### config.mk
export PLATFORM = sky130hd
export DESIGN_NAME = dist_net_top
export DESIGN_NICKNAME = d
export VERILOG_FILES = /design/src/verilog/dist_cfg_pkg.sv /design/src/verilog/dist_data_pkg.sv /design/src/verilog/dist_cfg_decode.sv /design/src/verilog/distribute_1x2_seq.sv /design/src/verilog/distribute_tree_1x4.sv /design/src/verilog/dist_leaf_collect.sv /design/src/verilog/dist_net_top.sv
export VERILOG_INCLUDE_DIRS = /design/src /design/src/verilog
export SDC_FILE = /design/constraint.sdc
export NUM_CORES = 1
export LEC_CHECK = 0
export ABC_AREA = 1
export BUFFER_PORTS_ARGS = -buffer_cell sky130_fd_sc_hd__buf_4
export CAP_MARGIN = 20
export CELL_PAD_IN_SITES_DETAIL_PLACEMENT = 0
export CELL_PAD_IN_SITES_GLOBAL_PLACEMENT = 2
export CORE_ASPECT_RATIO = 0.6
export CORE_UTILIZATION = 33
export CTS_BUF_LIST = sky130_fd_sc_hd__clkbuf_16
export CTS_CLUSTER_SIZE = 28
export DETAILED_ROUTE_END_ITERATION = 10
export HOLD_SLACK_MARGIN = 0.06
export PLACE_DENSITY_LB_ADDON = 0.08
export SYNTH_ARGS = -nofsm -noshare
export SYNTH_HDL_FRONTEND = slang
export SYNTH_HIERARCHICAL = 1
export SYNTH_SLANG_ARGS = --single-unit
### constraint.sdc
create_clock -name clk -period 1.7 [get_ports clk]
set_input_delay 0.34 -clock clk [delete_from_list [all_inputs] [get_ports clk]]
set_output_delay 0.34 -clock clk [all_outputs]
set_load 0.01 [all_outputs]
### src/verilog/dist_consts.svh
`ifndef DIST_CONSTS_SVH
`define DIST_CONSTS_SVH

////////////////////
// distribution network sizes
////////////////////

// payload bits carried by one beat
`define DIST_DATA_W 32

// leaves of the tree, fixed at four
`define DIST_LEAVES 4

// one switch command: bit 1 high branch, bit 0 low branch
`define DIST_CMD_W 2

// per-leaf delivered-word counter, saturates at all ones
`define DIST_CNT_W 8

`endif

### src/verilog/dist_cfg_pkg.sv
package dist_cfg_pkg;

	`include "dist_consts.svh"

	////////////////////
	// switch commands
	////////////////////

	// bit 1 selects the high branch, bit 0 the low branch
	typedef enum logic [`DIST_CMD_W-1:0] {
		CMD_NONE = 2'b00,
		CMD_LOW  = 2'b01,
		CMD_HIGH = 2'b10,
		CMD_DUP  = 2'b11
	} dist_cmd_e;

	// how the configuration body is read
	typedef enum logic {
		MODE_DIRECT = 1'b0,
		MODE_MASK   = 1'b1
	} dist_mode_e;

	////////////////////
	// configuration word
	////////////////////

	// explicit command per switch
	typedef struct packed {
		dist_cmd_e root;
		// hi sub-switch drives leaves 3 and 2
		dist_cmd_e hi;
		// lo sub-switch drives leaves 1 and 0
		dist_cmd_e lo;
	} dist_cfg_direct_s;

	// destination mask, bit n selects leaf n
	typedef struct packed {
		// unused, fills out to three commands
		logic [3*`DIST_CMD_W-`DIST_LEAVES-1:0] pad;
		logic [`DIST_LEAVES-1:0]               mask;
	} dist_cfg_mask_s;

	// same six bits, two readings
	typedef union packed {
		dist_cfg_direct_s direct;
		dist_cfg_mask_s   masked;
	} dist_cfg_u;

	typedef struct packed {
		dist_mode_e mode;
		dist_cfg_u  body;
	} dist_cfg_s;

	// decoded commands, one per switch
	typedef struct packed {
		dist_cmd_e root;
		dist_cmd_e hi;
		dist_cmd_e lo;
	} dist_sw_cmd_s;

endpackage

### src/verilog/dist_data_pkg.sv
package dist_data_pkg;

	`include "dist_consts.svh"

	////////////////////
	// data path types
	////////////////////

	// one word on a link, data is zero when not valid
	typedef struct packed {
		logic                    valid;
		logic [`DIST_DATA_W-1:0] data;
	} dist_beat_s;

	// both branches of a 1x2 switch
	typedef struct packed {
		dist_beat_s hi;
		dist_beat_s lo;
	} dist_pair_s;

	// one beat per leaf, index is the leaf number
	typedef dist_beat_s [`DIST_LEAVES-1:0] dist_leaf_vec_s;

endpackage

### src/verilog/dist_cfg_decode.sv
`timescale 1ns/1ps

module dist_cfg_decode (
	input  logic                        clk,
	input  logic                        rst,
	// one-cycle load strobe, independent of the enable
	input  logic                        i_cfg_load,
	input  dist_cfg_pkg::dist_cfg_s     i_cfg,
	// registered commands, one per switch
	output dist_cfg_pkg::dist_sw_cmd_s  o_cmd
);
	import dist_cfg_pkg::*;

	// commands decoded from the incoming word
	dist_sw_cmd_s cmd_d;
	// mask view of the incoming word
	logic [3:0]   mask;

	assign mask = i_cfg.body.masked.mask;

	////////////////////
	// decode
	////////////////////

	always_comb
	begin
		if (i_cfg.mode == MODE_MASK)
		begin
			// root high if any upper leaf wanted
			// root low if any lower leaf wanted
			cmd_d.root = dist_cmd_e'({mask[3] | mask[2], mask[1] | mask[0]});
			// leaf 3 on hi branch, leaf 2 on lo branch
			cmd_d.hi   = dist_cmd_e'(mask[3:2]);
			// leaf 1 on hi branch, leaf 0 on lo branch
			cmd_d.lo   = dist_cmd_e'(mask[1:0]);
		end
		else
		begin
			// direct view, fields straight through
			cmd_d.root = i_cfg.body.direct.root;
			cmd_d.hi   = i_cfg.body.direct.hi;
			cmd_d.lo   = i_cfg.body.direct.lo;
		end
	end

	////////////////////
	// command register
	////////////////////

	// new commands active after the load edge
	// held until the next load
	always_ff @(posedge clk)
	begin
		if (rst)
		begin
			// nothing routed until configured
			o_cmd.root <= CMD_NONE;
			o_cmd.hi   <= CMD_NONE;
			o_cmd.lo   <= CMD_NONE;
		end
		else if (i_cfg_load)
		begin
			o_cmd <= cmd_d;
		end
	end

endmodule

### src/verilog/distribute_1x2_seq.sv
`timescale 1ns/1ps
`include "dist_consts.svh"

module distribute_1x2_seq #(
	parameter int DATA_W = `DIST_DATA_W
)(
	input  logic                       clk,
	input  logic                       rst,
	// level enable, stage holds while low
	input  logic                       i_en,
	input  dist_data_pkg::dist_beat_s  i_beat,
	input  dist_cfg_pkg::dist_cmd_e    i_cmd,
	// registered branches
	output dist_data_pkg::dist_pair_s  o_pair
);
	import dist_cfg_pkg::*;
	import dist_data_pkg::*;

	// branch selects
	logic              sel_hi;
	logic              sel_lo;
	// payload per branch, zeroed when not selected
	logic [DATA_W-1:0] data_hi;
	logic [DATA_W-1:0] data_lo;
	// next value of the output pair
	dist_pair_s        pair_d;

	////////////////////
	// routing
	////////////////////

	// none drops the beat, dup sends it both ways
	always_comb
	begin
		sel_hi = i_beat.valid && (i_cmd inside {CMD_HIGH, CMD_DUP});
		sel_lo = i_beat.valid && (i_cmd inside {CMD_LOW, CMD_DUP});
	end

	always_comb
	begin
		data_hi = sel_hi ? i_beat.data : '0;
		data_lo = sel_lo ? i_beat.data : '0;
		pair_d.hi.valid = sel_hi;
		pair_d.hi.data  = data_hi;
		pair_d.lo.valid = sel_lo;
		pair_d.lo.data  = data_lo;
	end

	////////////////////
	// output stage
	////////////////////

	always_ff @(posedge clk)
	begin
		if (rst)
			o_pair <= '0;
		else if (i_en)
			o_pair <= pair_d;
	end

endmodule

### src/verilog/distribute_tree_1x4.sv
`timescale 1ns/1ps
`include "dist_consts.svh"

module distribute_tree_1x4 (
	input  logic                           clk,
	input  logic                           rst,
	input  logic                           i_en,
	input  dist_data_pkg::dist_beat_s      i_beat,
	input  dist_cfg_pkg::dist_sw_cmd_s     i_cmd,
	// leaf beats, two stages after the input
	output dist_data_pkg::dist_leaf_vec_s  o_leaf
);
	import dist_cfg_pkg::*;
	import dist_data_pkg::*;

	// root output, feeds the two sub-switches
	dist_pair_s root_pair;
	// sub-switch outputs
	dist_pair_s hi_pair;
	dist_pair_s lo_pair;
	// sub-switch commands, one stage behind the root
	dist_cmd_e  hi_cmd_q;
	dist_cmd_e  lo_cmd_q;

	////////////////////
	// command alignment
	////////////////////

	// follows the beat through the root stage
	// so a reload never splits a beat's route
	always_ff @(posedge clk)
	begin
		if (rst)
		begin
			hi_cmd_q <= CMD_NONE;
			lo_cmd_q <= CMD_NONE;
		end
		else if (i_en)
		begin
			hi_cmd_q <= i_cmd.hi;
			lo_cmd_q <= i_cmd.lo;
		end
	end

	////////////////////
	// switches
	////////////////////

	// level 0
	distribute_1x2_seq #(.DATA_W(`DIST_DATA_W)) i_root_sw (
		.clk(clk), .rst(rst), .i_en(i_en),
		.i_beat(i_beat), .i_cmd(i_cmd.root), .o_pair(root_pair)
	);

	// level 1, upper half of the leaves
	distribute_1x2_seq #(.DATA_W(`DIST_DATA_W)) i_hi_sw (
		.clk(clk), .rst(rst), .i_en(i_en),
		.i_beat(root_pair.hi), .i_cmd(hi_cmd_q), .o_pair(hi_pair)
	);

	// level 1, lower half of the leaves
	distribute_1x2_seq #(.DATA_W(`DIST_DATA_W)) i_lo_sw (
		.clk(clk), .rst(rst), .i_en(i_en),
		.i_beat(root_pair.lo), .i_cmd(lo_cmd_q), .o_pair(lo_pair)
	);

	// high branch is the odd leaf
	assign o_leaf[3] = hi_pair.hi;
	assign o_leaf[2] = hi_pair.lo;
	assign o_leaf[1] = lo_pair.hi;
	assign o_leaf[0] = lo_pair.lo;

endmodule

### src/verilog/dist_leaf_collect.sv
`timescale 1ns/1ps
`include "dist_consts.svh"

module dist_leaf_collect (
	input  logic                                     clk,
	input  logic                                     rst,
	input  logic                                     i_en,
	input  dist_data_pkg::dist_leaf_vec_s            i_leaf,
	// registered leaf beats
	output dist_data_pkg::dist_leaf_vec_s            o_leaf,
	// delivered words per leaf
	output logic [`DIST_LEAVES-1:0][`DIST_CNT_W-1:0] o_count
);
	// counter ceiling
	localparam logic [`DIST_CNT_W-1:0] CNT_MAX = '1;

	// leaves whose counter steps this edge
	logic [`DIST_LEAVES-1:0] bump;

	////////////////////
	// count enables
	////////////////////

	// a valid beat entering the output register
	// counts unless already at the ceiling
	always_comb
	begin
		for (int n = 0; n < `DIST_LEAVES; n++)
			bump[n] = i_leaf[n].valid && (o_count[n] != CNT_MAX);
	end

	////////////////////
	// output stage
	////////////////////

	// count moves on the same edge the beat lands on o_leaf
	always_ff @(posedge clk)
	begin
		if (rst)
		begin
			o_leaf  <= '0;
			o_count <= '0;
		end
		else if (i_en)
		begin
			o_leaf <= i_leaf;
			for (int n = 0; n < `DIST_LEAVES; n++)
			begin
				if (bump[n])
					o_count[n] <= o_count[n] + 1'b1;
			end
		end
	end

endmodule

### src/verilog/dist_net_top.sv
`timescale 1ns/1ps
`include "dist_consts.svh"

module dist_net_top (
	input  logic                                     clk,
	input  logic                                     rst,
	// configuration load
	input  logic                                     i_cfg_load,
	input  dist_cfg_pkg::dist_cfg_s                  i_cfg,
	// global stage enable
	input  logic                                     i_en,
	input  dist_data_pkg::dist_beat_s                i_beat,
	// leaf outputs and delivered counts
	output dist_data_pkg::dist_leaf_vec_s            o_leaf,
	output logic [`DIST_LEAVES-1:0][`DIST_CNT_W-1:0] o_count
);
	import dist_cfg_pkg::*;
	import dist_data_pkg::*;

	// decoded commands into the tree
	dist_sw_cmd_s   cmd;
	// tree leaves into the collector
	dist_leaf_vec_s leaf;

	// decode stage
	dist_cfg_decode i_decode (
		.clk(clk), .rst(rst),
		.i_cfg_load(i_cfg_load), .i_cfg(i_cfg),
		.o_cmd(cmd)
	);

	// execute, two switch levels
	distribute_tree_1x4 i_tree (
		.clk(clk), .rst(rst), .i_en(i_en),
		.i_beat(i_beat), .i_cmd(cmd),
		.o_leaf(leaf)
	);

	// result, third pipeline stage
	dist_leaf_collect i_collect (
		.clk(clk), .rst(rst), .i_en(i_en),
		.i_leaf(leaf),
		.o_leaf(o_leaf), .o_count(o_count)
	);

endmodule

==> impl_metrics.env <==
export IMPL_outcome="complete, no violations"
export IMPL_max_slew_margin=0.5961
export IMPL_clock_skew_ps=17.14
export IMPL_vias_per_cell=5.037
export IMPL_first_pass_iters=5
export IMPL_drc=0
export IMPL_path_cells="buf_4"
export IMPL_yosysUniqueCellTypes=29
export IMPL_drtAntennaViolNets=0
export IMPL_worst_setup_path_type="register to primary output"
export IMPL_rrSetupSlack_ps=210
export IMPL_grt_pass1_wl_microns=70350
export IMPL_first_global_vias=11940
export IMPL_drtIter0Drc=872
export IMPL_syn_avg_cell_area_sq_um=7.912
export IMPL_hold_start="i_cfg[0]"
export IMPL_holdPathEnd="i_decode/o_cmd[0]"
export IMPL_cp_num_buf_inv=1
export IMPL_root_buffer="clkbuf_16"
export IMPL_fin_crit_ps=1532
export IMPL_crit_required_ps=1360
export IMPL_cp_top_family="flip-flops"
export IMPL_syn_nets=1854
export IMPL_dieArea_sq_um=44170
export IMPL_end_kind="primary output"
export IMPL_gp_congestion=0.7921
export IMPL_overflow=0
export IMPL_cp_slowest_cell="dfxtp_1"
export IMPL_clk_pin_slew_ps=60
export IMPL_cts_inserted_buffers=38
export IMPL_crit_path_max_fanout=7
export IMPL_p_leak_nw=6.675
export IMPL_grt_setup_unrepaired="false"
export IMPL_grtUsageTotal=0.2004
export IMPL_worstReg2RegEnd="i_collect/o_count[13]"
export IMPL_maxCapViolCount=0
export IMPL_hold_viol_final=0
export IMPL_drt_wl_total_microns=45140
export IMPL_fmax_ghz=0.6527
export IMPL_area_growth_pct=22.09
export IMPL_syn_cell_area_sq_um=14290
export IMPL_fin_crit_sh=0.9012
export IMPL_reg2reg_depth=7
export IMPL_place_worst_setup_slack_ps=224.2
export IMPL_cts_sinks=372
export IMPL_grt_max_degree=79
export IMPL_place_detailed_hpwl_microns=29120
export IMPL_ys_seq_elements=372
export IMPL_synth_area_leaders="dfxtp_1, nand4_1, nor2_1"
export IMPL_antenna_found_initial=0
export IMPL_start_util=0.3378
export IMPL_wl_per_cell_microns=17.75
export IMPL_r2r_start="i_collect/o_count[8]"
export IMPL_rows=58
export IMPL_post_cts_buffers=0
export IMPL_fp_dieW_microns=270.6
export IMPL_ir_drop_v=0.0005792
export IMPL_nets=1992
export IMPL_syn_inst=1806
export IMPL_cp_start_kind="register"
export IMPL_synth_warnings=6
export IMPL_min_path_type="input pin to register"
export IMPL_power_total_mw=18.53
export IMPL_layout_drive_gt1_share=0.1734
export IMPL_finalMaxSlewViolations=0
export IMPL_io_pins=208
export IMPL_ys_seq_area_frac=0.5211
export IMPL_chipHeight_microns=163.2
export IMPL_clockBufferDepth=3
export IMPL_clock_latency_ps=540
export IMPL_cpPeakStageDelay_ps=480
export IMPL_hold_path_cell_count=3
export IMPL_htree_levels=2
export IMPL_yosysTopAreaCell="dfxtp_1"
export IMPL_num_vias=12810
export IMPL_finalSetupViolCount=0
export IMPL_utilization=0.4124
export IMPL_power_density_nw_per_um2=1062
export IMPL_tightest_slew_ps=605.8
export IMPL_fp_coreArea_sq_um=42310
export IMPL_cts_tree="yes"
export IMPL_cp_arrival_ps=1190
export IMPL_tns_ps=0
export IMPL_io_buffers=207
export IMPL_synth_top_cell_area_share=0.5211
export IMPL_setup_slack_ps=167.9
[area by class of cell]
type                       count  area (sq um)
multi-input combinational   1228          5764
timing repair buffer         253          2143
sequential                   372          7450
tap                          570         713.2
inverter                      51         210.2
fill                        4426         24860
clock inverter                29         187.7
antenna                        1         2.502
clock buffer                  39         975.9
[synth_stat cells (all sizes together)]
| cell | instances |
|---|---|
| a21oi | 223 |
| buf | 113 |
| clkbuf | 42 |
| clkinv | 4 |
| dfxtp | 372 |
| ha | 4 |
| inv | 47 |
| nand2 | 302 |
| nand3 | 33 |
| nand3b | 3 |
| nand4 | 198 |
| nor2 | 318 |
| nor3 | 2 |
| nor3b | 1 |
| o21ai | 135 |
| o21bai | 2 |
| or2 | 1 |
| xor2 | 6 |
[repair_timing]
action                                 in CTS  in global routing
endpoints found under the hold margin       2                  0
hold buffers                                3                  0
resized for setup                           0                  0
setup endpoints to repair                   0                  0
[where the power goes]
| group | internal (mW) | switching, mW |
|---|---|---|
| Clock | 4.47 | 3.55 |
| Sequential | 8.91 | 0.120 |
| Combinational | 0.514 | 0.976 |
[stage by stage]
step / hold WS, ps / cell area (sq um) / std cells
2_1_floorplan: 409.1 / 14290 / 1806
3_3_place_gp: 452.9 / 16250 / 2471
3_5_place_dp: 456.0 / 16250 / 2471
4_1_cts: 61.93 / 17440 / 2542
5_1_grt: 84.40 / 17440 / 2542
6_report: 91.30 / 17450 / 2543
[logic make-up (layout without fill, tap and decap cells)]
| kind of cell | after synthesis | after routing | synth area share |
|---|---|---|---|
| simple gates | 858 | 858 | 0.2698 |
| xor+xnor | 6 | 6 | 0.003677 |
| compound gates | 360 | 360 | 0.1264 |
| fa+ha+maj | 4 | 4 | 0.003502 |
| flops | 372 | 372 | 0.5211 |
| buf+inv | 206 | 372 | 0.07547 |
| other cells | 0 | 1 | 0 |
[worst max-delay path by stage]
stage / startpoint / to / slack, ps / cells past startpoint
after floorplan: i_collect/o_count[24] / i_collect/o_count[31] / 350 / 8
after global placement: i_en / i_collect/o_leaf[33] / 220 / 5
after detailed placement: i_en / i_collect/o_leaf[33] / 220 / 5
after CTS: i_collect/o_count[26] / o_count[26] / 140 / 1
after global routing: i_collect/o_count[8] / i_collect/o_count[13] / 8 / 7
final: i_collect/o_count[26] / o_count[26] / 170 / 1
[cell usage in the layout (no fill, tap or decap)]
| cell | n |
|---|---|
| buf_12 | 18 |
| dlygate4sd3_1 | 3 |
| xor2_1 | 6 |
| nor3b_1 | 1 |
| nand3_1 | 33 |
| clkinv_2 | 11 |
| nand3b_1 | 3 |
| clkbuf_16 | 39 |
| buf_6 | 1 |
| nor3_1 | 2 |
| o21ai_0 | 135 |
| a21oi_1 | 223 |
| nor2_2 | 13 |
| o21bai_1 | 2 |
| inv_4 | 3 |
| clkinvlp_4 | 1 |
| diode_2 | 1 |
| nand2_4 | 4 |
| inv_2 | 6 |
| clkinv_1 | 8 |
| dfxtp_1 | 370 |
| inv_6 | 1 |
| bufinv_16 | 2 |
| buf_8 | 1 |
| clkinv_4 | 3 |
| inv_1 | 45 |
| or2_2 | 1 |
| nor2_1 | 305 |
| dfxtp_2 | 2 |
| nand2_2 | 6 |
| nand2_1 | 292 |
| buf_4 | 230 |
| ha_1 | 4 |
| nand4_1 | 198 |
[state kept, by name (all words and copies together) (netlist names)]
signal	count
i_collect/o_count	32
i_collect/o_leaf	132
i_decode/o_cmd	6
i_tree/hi_cmd_q	2
i_tree/i_hi_sw/o_pair	66
i_tree/i_lo_sw/o_pair	66
i_tree/i_root_sw/o_pair	66
i_tree/lo_cmd_q	2
[tightest hold or removal path, cell delays in order]
cell and delay, ps:
buf_4 120, nand2_1 50, a21oi_1 50
[per-layer routing]
layer,routed length (microns),up-vias,GRT usage
met2,19410,279,0.3000
met4,601,0,0.03852
met1,22920,6089,0.2995
li1,-,6393,-
met3,2209,48,0.03484
met5,0,-,0
(Power assumes the default switching activity.)
